==> src/source/fifo_ctrl_defines.svh <==
// fifo controller build constants
// depth, address width and the static almost-full / almost-empty thresholds
// one set of values shared by the package and the testbench

`ifndef FIFO_CTRL_DEFINES_SVH
`define FIFO_CTRL_DEFINES_SVH

// ------------------------------------------------------------
// memory geometry
// ------------------------------------------------------------

// words held by the external ram, 4 .. 1024, power of two not required
`define FIFO_DEPTH 16

// ceil(log2(FIFO_DEPTH)), keep in step with the depth
`define FIFO_AW 4

// ------------------------------------------------------------
// static thresholds
// ------------------------------------------------------------

// afull set when level >= this
`define FIFO_AFULL_VAL 12

// aempty set when level <= this
`define FIFO_AEMPTY_VAL 4

`endif

==> src/source/fifo_ctrl_pkg.sv <==
// fifo controller types
// fill level and memory address words used across the controller
// plus the level and address limits derived from the build constants

`default_nettype none

package fifo_ctrl_pkg;

`include "fifo_ctrl_defines.svh"

   // ------------------------------------------------------------
   // types
   // ------------------------------------------------------------

   // 0 .. FIFO_DEPTH, one extra bit over the address
   typedef logic [`FIFO_AW:0]   level_t;

   // ram address, wraps at FIFO_DEPTH-1
   typedef logic [`FIFO_AW-1:0] addr_t;

   // ------------------------------------------------------------
   // limits
   // ------------------------------------------------------------

   localparam level_t LVL_FULL   = level_t'(`FIFO_DEPTH);      // every word used
   localparam level_t LVL_AFULL  = level_t'(`FIFO_AFULL_VAL);  // afull threshold
   localparam level_t LVL_AEMPTY = level_t'(`FIFO_AEMPTY_VAL); // aempty threshold

   // last valid address, pointer wraps after it
   localparam addr_t  ADDR_LAST  = addr_t'(`FIFO_DEPTH - 1);

endpackage

`default_nettype wire

==> src/source/fill_counter.sv <==
// fifo fill counter
// up on a lone accepted write, down on a lone accepted read
// offers the next level to the flag logic

`default_nettype none

module fill_counter (
   input  logic                  pos_clk,
   input  logic                  aresetn,
   input  logic                  wr_ok_i,       // accepted write
   input  logic                  rd_ok_i,       // accepted read
   output fifo_ctrl_pkg::level_t level_next_o,  // level after this edge
   output fifo_ctrl_pkg::level_t count_o        // registered level
);
   import fifo_ctrl_pkg::*;

   // ------------------------------------------------------------
   // next level
   // ------------------------------------------------------------
   always_comb begin
      unique case ({wr_ok_i, rd_ok_i})
         2'b10:   level_next_o = count_o + level_t'(1);  // write only
         2'b01:   level_next_o = count_o - level_t'(1);  // read only
         default: level_next_o = count_o;                // both cancel, or idle
      endcase
   end

   // ------------------------------------------------------------
   // level register
   // ------------------------------------------------------------
   always_ff @(posedge pos_clk or negedge aresetn) begin
      if (!aresetn) begin
         count_o <= '0;             // empty after reset
      end else begin
         count_o <= level_next_o;
      end
   end

   // gating in flag_gen keeps this within 0 .. LVL_FULL,
   // so no saturation is needed here

endmodule

`default_nettype wire

==> src/source/flag_gen.sv <==
// fifo status flags and access gating
// requests are gated by the registered full and empty flags
// all four flags register from the next fill level

`default_nettype none

module flag_gen (
   input  logic                  pos_clk,
   input  logic                  aresetn,
   input  logic                  we_i,          // raw write request
   input  logic                  re_i,          // raw read request
   input  fifo_ctrl_pkg::level_t level_next_i,  // from fill_counter
   output logic                  wr_ok_o,       // write accepted
   output logic                  rd_ok_o,       // read accepted
   output logic                  full_o,
   output logic                  afull_o,
   output logic                  empty_o,
   output logic                  aempty_o
);
   import fifo_ctrl_pkg::*;

   // ------------------------------------------------------------
   // acceptance
   // ------------------------------------------------------------

   // only place full/empty gate the requests
   assign wr_ok_o = we_i & ~full_o;
   assign rd_ok_o = re_i & ~empty_o;

   // ------------------------------------------------------------
   // flag registers
   // ------------------------------------------------------------
   // flags follow the level one edge after the access,
   // same edge as count_o so they always agree with it

   always_ff @(posedge pos_clk or negedge aresetn) begin
      if (!aresetn) begin
         full_o   <= 1'b0;
         afull_o  <= 1'b0;
         empty_o  <= 1'b1;    // level 0 after reset
         aempty_o <= 1'b1;
      end else begin
         full_o   <= (level_next_i == LVL_FULL);
         afull_o  <= (level_next_i >= LVL_AFULL);   // at or above
         empty_o  <= (level_next_i == '0);
         aempty_o <= (level_next_i <= LVL_AEMPTY);  // at or below
      end
   end

   // ------------------------------------------------------------
   // checks
   // ------------------------------------------------------------

   // full and empty are exclusive, needs the counter to stay in range
   property p_full_empty_excl;
      @(posedge pos_clk) disable iff (!aresetn)
         !(full_o && empty_o);
   endproperty

   // a strobe past a set flag would push the next level out of 0 .. LVL_FULL
   // underflow wraps to all ones, also above LVL_FULL
   property p_no_strobe_on_flag;
      @(posedge pos_clk) disable iff (!aresetn)
         level_next_i <= LVL_FULL;
   endproperty

   a_full_empty_excl : assert property (p_full_empty_excl)
      else $error("flag_gen: full and empty set together");

   a_no_strobe_on_flag : assert property (p_no_strobe_on_flag)
      else $error("flag_gen: strobe while full or empty");

endmodule

`default_nettype wire

==> src/source/addr_gen.sv <==
// fifo ram address pointers
// write and read pointers step on their strobes
// each wraps from FIFO_DEPTH-1 back to zero, any depth

`default_nettype none

module addr_gen (
   input  logic                 pos_clk,
   input  logic                 aresetn,
   input  logic                 wr_ok_i,   // accepted write
   input  logic                 rd_ok_i,   // accepted read
   output fifo_ctrl_pkg::addr_t waddr_o,   // current write pointer
   output fifo_ctrl_pkg::addr_t raddr_o    // current read pointer
);
   import fifo_ctrl_pkg::*;

   // step one address, wrap on the last word
   function automatic addr_t ptr_inc(input addr_t ptr);
      if (ptr == ADDR_LAST) begin
         return '0;
      end
      return ptr + addr_t'(1);
   endfunction

   // ------------------------------------------------------------
   // pointer registers
   // ------------------------------------------------------------
   always_ff @(posedge pos_clk or negedge aresetn) begin
      if (!aresetn) begin
         waddr_o <= '0;
         raddr_o <= '0;
      end else begin
         if (wr_ok_i) begin
            waddr_o <= ptr_inc(waddr_o);  // next free slot
         end
         if (rd_ok_i) begin
            raddr_o <= ptr_inc(raddr_o);  // next word out
         end
      end
   end

   // ------------------------------------------------------------
   // checks
   // ------------------------------------------------------------

   // non power of two depth leaves unused codes, never hit them
   a_ptr_in_range : assert property (
      @(posedge pos_clk) disable iff (!aresetn)
         (waddr_o <= ADDR_LAST) && (raddr_o <= ADDR_LAST))
      else $error("addr_gen: pointer beyond last ram word");

endmodule

`default_nettype wire

==> src/source/xfer_status.sv <==
// fifo transfer status
// wack and dvld one cycle after an accepted write or read
// overflow and underflow one cycle after a refused request

`default_nettype none

module xfer_status (
   input  logic pos_clk,
   input  logic aresetn,
   input  logic we_i,         // raw write request
   input  logic re_i,         // raw read request
   input  logic wr_ok_i,      // write accepted
   input  logic rd_ok_i,      // read accepted
   output logic wack_o,
   output logic dvld_o,
   output logic overflow_o,
   output logic underflow_o
);

   logic wr_refused;   // request seen, strobe withheld
   logic rd_refused;

   // ------------------------------------------------------------
   // refusal
   // ------------------------------------------------------------

   // a request without its strobe, flags are not looked at here
   assign wr_refused = we_i & ~wr_ok_i;
   assign rd_refused = re_i & ~rd_ok_i;

   // ------------------------------------------------------------
   // status registers
   // ------------------------------------------------------------
   always_ff @(posedge pos_clk or negedge aresetn) begin
      if (!aresetn) begin
         wack_o      <= 1'b0;
         dvld_o      <= 1'b0;
         overflow_o  <= 1'b0;
         underflow_o <= 1'b0;
      end else begin
         wack_o      <= wr_ok_i;      // one pulse per accepted write
         dvld_o      <= rd_ok_i;      // ram data valid next cycle
         overflow_o  <= wr_refused;   // write while full
         underflow_o <= rd_refused;   // read while empty
      end
   end

   // ------------------------------------------------------------
   // checks
   // ------------------------------------------------------------

   // a request is either done or refused, never both
   a_status_excl : assert property (
      @(posedge pos_clk) disable iff (!aresetn)
         !(wack_o && overflow_o) && !(dvld_o && underflow_o))
      else $error("xfer_status: done and refused in the same cycle");

endmodule

`default_nettype wire

==> src/source/fifo_ctrl_top.sv <==
// synchronous fifo controller for an external ram
// single fill counter drives full/afull/empty/aempty and count
// also drives ram addresses and enables, wack/dvld and overflow/underflow

`default_nettype none

module fifo_ctrl_top (
   input  logic                  pos_clk,
   input  logic                  aresetn,
   input  logic                  we_i,         // write request
   input  logic                  re_i,         // read request
   output logic                  full_o,
   output logic                  afull_o,
   output logic                  empty_o,
   output logic                  aempty_o,
   output fifo_ctrl_pkg::level_t count_o,      // fill level
   output logic                  wack_o,       // write done, 1 cycle late
   output logic                  dvld_o,       // read done, 1 cycle late
   output logic                  overflow_o,   // write refused
   output logic                  underflow_o,  // read refused
   output fifo_ctrl_pkg::addr_t  mem_waddr_o,
   output logic                  mem_we_o,
   output fifo_ctrl_pkg::addr_t  mem_raddr_o,
   output logic                  mem_re_o
);
   import fifo_ctrl_pkg::*;

   logic   wr_ok;        // accepted write this cycle
   logic   rd_ok;        // accepted read this cycle
   level_t level_next;   // level after this cycle

   // ------------------------------------------------------------
   // access gating and status flags
   // ------------------------------------------------------------
   flag_gen u_flag_gen (
      .pos_clk      (pos_clk),
      .aresetn      (aresetn),
      .we_i         (we_i),
      .re_i         (re_i),
      .level_next_i (level_next),
      .wr_ok_o      (wr_ok),
      .rd_ok_o      (rd_ok),
      .full_o       (full_o),
      .afull_o      (afull_o),
      .empty_o      (empty_o),
      .aempty_o     (aempty_o)
   );

   // fill level
   fill_counter u_fill_counter (
      .pos_clk      (pos_clk),
      .aresetn      (aresetn),
      .wr_ok_i      (wr_ok),
      .rd_ok_i      (rd_ok),
      .level_next_o (level_next),
      .count_o      (count_o)
   );

   // ram pointers
   addr_gen u_addr_gen (
      .pos_clk (pos_clk),
      .aresetn (aresetn),
      .wr_ok_i (wr_ok),
      .rd_ok_i (rd_ok),
      .waddr_o (mem_waddr_o),
      .raddr_o (mem_raddr_o)
   );

   // ------------------------------------------------------------
   // transfer status
   // ------------------------------------------------------------
   xfer_status u_xfer_status (
      .pos_clk     (pos_clk),
      .aresetn     (aresetn),
      .we_i        (we_i),
      .re_i        (re_i),
      .wr_ok_i     (wr_ok),
      .rd_ok_i     (rd_ok),
      .wack_o      (wack_o),
      .dvld_o      (dvld_o),
      .overflow_o  (overflow_o),
      .underflow_o (underflow_o)
   );

   // ram strobes are the acceptance strobes, same cycle
   assign mem_we_o = wr_ok;
   assign mem_re_o = rd_ok;

endmodule

`default_nettype wire

==> config.mk <==
export PLATFORM = sky130hd
export DESIGN_NAME = fifo_ctrl_top
export DESIGN_NICKNAME = d
export VERILOG_FILES = /design/src/source/fifo_ctrl_pkg.sv /design/src/source/fill_counter.sv /design/src/source/flag_gen.sv /design/src/source/addr_gen.sv /design/src/source/xfer_status.sv /design/src/source/fifo_ctrl_top.sv
export VERILOG_INCLUDE_DIRS = /design/src /design/src/source
export SDC_FILE = /design/constraint.sdc
export NUM_CORES = 1
export LEC_CHECK = 0
export BUFFER_PORTS_ARGS = -buffer_cell sky130_fd_sc_hd__buf_4
export CORE_UTILIZATION = 48
export CTS_CLUSTER_SIZE = 40
export DETAILED_ROUTE_END_ITERATION = 8
export PLACE_DENSITY = 0.83
export SLEW_MARGIN = 20
export SYNTH_ARGS = -nofsm -noshare
export SYNTH_HDL_FRONTEND = slang
export SYNTH_SLANG_ARGS = --single-unit
==> constraint.sdc <==
create_clock -name pos_clk -period 6.9 [get_ports pos_clk]
set_input_delay 1.38 -clock pos_clk [delete_from_list [all_inputs] [get_ports pos_clk]]
set_output_delay 1.38 -clock pos_clk [all_outputs]
set_load 0.005 [all_outputs]
==> results_dict.tcl <==
set metrics [dict create \
    hold_start "u_addr_gen.raddr_o[3]" \
    cts_root_buf "clkbuf_4" \
    worst-endpoint-arrival_ns 2.09 \
    place.port_buffers 26 \
    fin_ws_ns 3.43 \
    slew_headroom 0.690 \
    via_per_inst 5.71 \
    crit_required_ns 5.52 \
    cts_resized 0 \
    cts_setup_buffers 0 \
    outcome "finished, final reports clean" \
    ys_ff_latch 21 \
    fin_setup_tns_ns 0 \
    setup_viol 0 \
    dieArea_um2 2600 \
    grt_max_degree 22 \
    synth_nets 124 \
    rsz0062_at_grt "false" \
    grt_pass1_wl_um 3810 \
    yosysTopAreaCell "dfrtp_1" \
    startpoint_type "input pin" \
    synthArstFlopShare 1.00 \
    synthTopCellsByArea "dfrtp_1 41%, xnor2_1 6.1%, nand2_1 5.2%" \
    cap_violations 0 \
    ios 27 \
    yosysUniqueCellTypes 40 \
    route.detailed.drc 0 \
    dpl.hpwl_um 1700 \
    insertion_delay_ns 0.31 \
    drt.antenna.violating_nets 0 \
    leakage_nw 0.657 \
    netlist.area_leader.share 0.413 \
    critPathMaxFanout 9 \
    worst_slew_pin_slew_ns 0.460 \
    n_fill_cell 203 \
    syn_area_um2 1150 \
    die_y_um 51.0 \
    final_common_cell "buf_4" \
    drt_iter0_markers 27 \
    grt_antenna_before_repair 0 \
    cellPowerDensity_nw_per_um2 465 \
    slowest_delay_ns 0.33 \
    syn2layout_area_growth_pct 19.2 \
    rows 17 \
    core_um2 2230 \
    first_pass_iters 4 \
    vdd_drop_max_mv 0.243 \
    fin_skew_ns 0.00652 \
    gr-usage-all-layers 0.196 \
    worst_setup_path_end_kind "output pin" \
    fin_crit_ns 3.47 \
    placed_area_um2 1350 \
    globalplace.congestion 0.872 \
    dieWidth_um 51.0 \
    final_cell_mix "26 x buf_4, 19 x dfrtp_1, 16 x nand2_1" \
    cts_tree "done" \
    slew_violations 0 \
    drive_above_1_share 0.275 \
    syn_area_per_cell_um2 9.93 \
    cts-hold-fix-buffers 0 \
    floorplan.initialDensity 0.516 \
    cts.sinks 21 \
    synthCells 116 \
    yosysSeqAreaShare 0.458 \
    post-place-ws_ns 3.35 \
    finalWirelength_um 2290 \
    synthFlopType "dfrtp_1" \
    hold_viol 0 \
    cp_slowest_cell "nand2b_1" \
    post-route-period-util 0.502 \
    reg2reg_from "u_flag_gen.empty_o" \
    crit_start "re_i" \
    fin_nets 151 \
    wl_per_cell_um 13.5 \
    synth-edff-count 0 \
    vias 970 \
    clk_pin_slew_ns 0.10 \
    hold_path_class "reg2reg" \
    antenna_cells 0 \
    grt.overflow.total 0 \
    path_class "in2out" \
    cts_buffer_depth 2 \
    yosys_warnings 0 \
    cts_max_level 1 \
    post-route-cell-area_um2 1370 \
    cp_cell_sequence "buf_4, nand2b_1, inv_1, buf_4" \
    max_freq_ghz 0.288 \
    grt_pass1_vias 902 \
    cts_buffers 3 \
    cp_common_cell "buf_4" \
]
worst max-delay path, delay by kind of cell:
| family | cells | cell delay (ns) |
|---|---|---|
| and+or+nand+nor | 1 | 0.33 |
| buffers and inverters | 3 | 0.37 |
state kept, by name (all words and copies together), names as in the netlist:
signal and count:
u_xfer_status.dvld_o 1, u_flag_gen.aempty_o 1, u_flag_gen.empty_o 1, u_xfer_status.underflow_o 1
u_xfer_status.wack_o 1, u_flag_gen.afull_o 1, u_xfer_status.overflow_o 1, u_flag_gen.full_o 1
u_addr_gen.waddr_o 4, u_fill_counter.count_o 5, u_addr_gen.raddr_o 4
final cells by class:
type                            count  area [um2]  share of cell area
Timing Repair Buffer               26         195               0.142
Clock buffer                        4        26.3              0.0191
Inverter                            8        35.0              0.0255
Tap cell                           28        35.0              0.0255
Multi-Input combinational cell     83         554               0.403
Sequential cell                    21         528               0.384
per-layer routing:
| metal | vias to the layer above | track usage | wire length (um) |
|---|---|---|---|
| li1 | 462 | - | - |
| met1 | 463 | 0.243 | 1000 |
| met2 | 43 | 0.338 | 1090 |
| met3 | 2 | 0.0268 | 159 |
| met4 | 0 | 0.0833 | 32 |
| met5 | - | 0 | 0 |
path summary, 6_finish.rpt:
| check | to | slack (ns) | depth (start not counted) |
|---|---|---|---|
| min in group asynchronous | u_fill_counter.count_o[0] | 0.93 | 1 |
| min reg2reg | u_addr_gen.raddr_o[3] | 0.51 | 1 |
| max in group asynchronous | u_flag_gen.empty_o | 5.70 | 1 |
| max reg2reg | u_flag_gen.empty_o | 4.19 | 11 |
| max | mem_re_o | 3.43 | 4 |
| min | u_addr_gen.raddr_o[3] | 0.51 | 1 |
stage by stage:
| step | utilization | hold slack, ns | total power [mW] | instances |
|---|---|---|---|---|
| 2_1_floorplan | - | 0.481 | 0.454 | 116 |
| 3_3_place_gp | 0.603 | 0.481 | 0.559 | 166 |
| 3_5_place_dp | 0.603 | 0.502 | 0.579 | 166 |
| 4_1_cts | 0.615 | 0.513 | 0.640 | 170 |
| 5_1_grt | 0.615 | 0.556 | 0.692 | 170 |
| 6_report | 0.615 | 0.514 | 0.639 | 170 |
where the power goes:
part	total, mW	internal, mW	switching (mW)
Sequential	0.245	0.176	0.0692
Clock	0.0589	0.0226	0.0363
Combinational	0.334	0.170	0.165
Total	0.639	0.369	0.270
Yosys cell counts (all sizes together) (2+ instances only):
master / count
o311a: 2
nand4: 2
inv: 8
buf: 4
o21ai: 6
and2: 3
xnor2: 8
a21o: 4
o31ai: 2
nand2: 17
nor2: 5
a311oi: 2
dfstp: 2
a31oi: 2
nand2b: 2
dfrtp: 19
nor3: 4
a21oi: 7
nor3b: 3
ha: 4
cells by family (layout without fill, tap and decap cells):
group / after synthesis / in the layout / share of synthesized area
AO/OA/AOI/OAI: 27 / 27 / 0.160
XOR/XNOR: 9 / 9 / 0.0684
adder cells (fa/ha/maj): 4 / 4 / 0.0434
buffers and inverters: 12 / 38 / 0.0608
flip-flops: 21 / 21 / 0.458
multiplexers: 2 / 2 / 0.0185
AND/OR/NAND/NOR: 41 / 41 / 0.191
(Power assumes the default switching activity.)
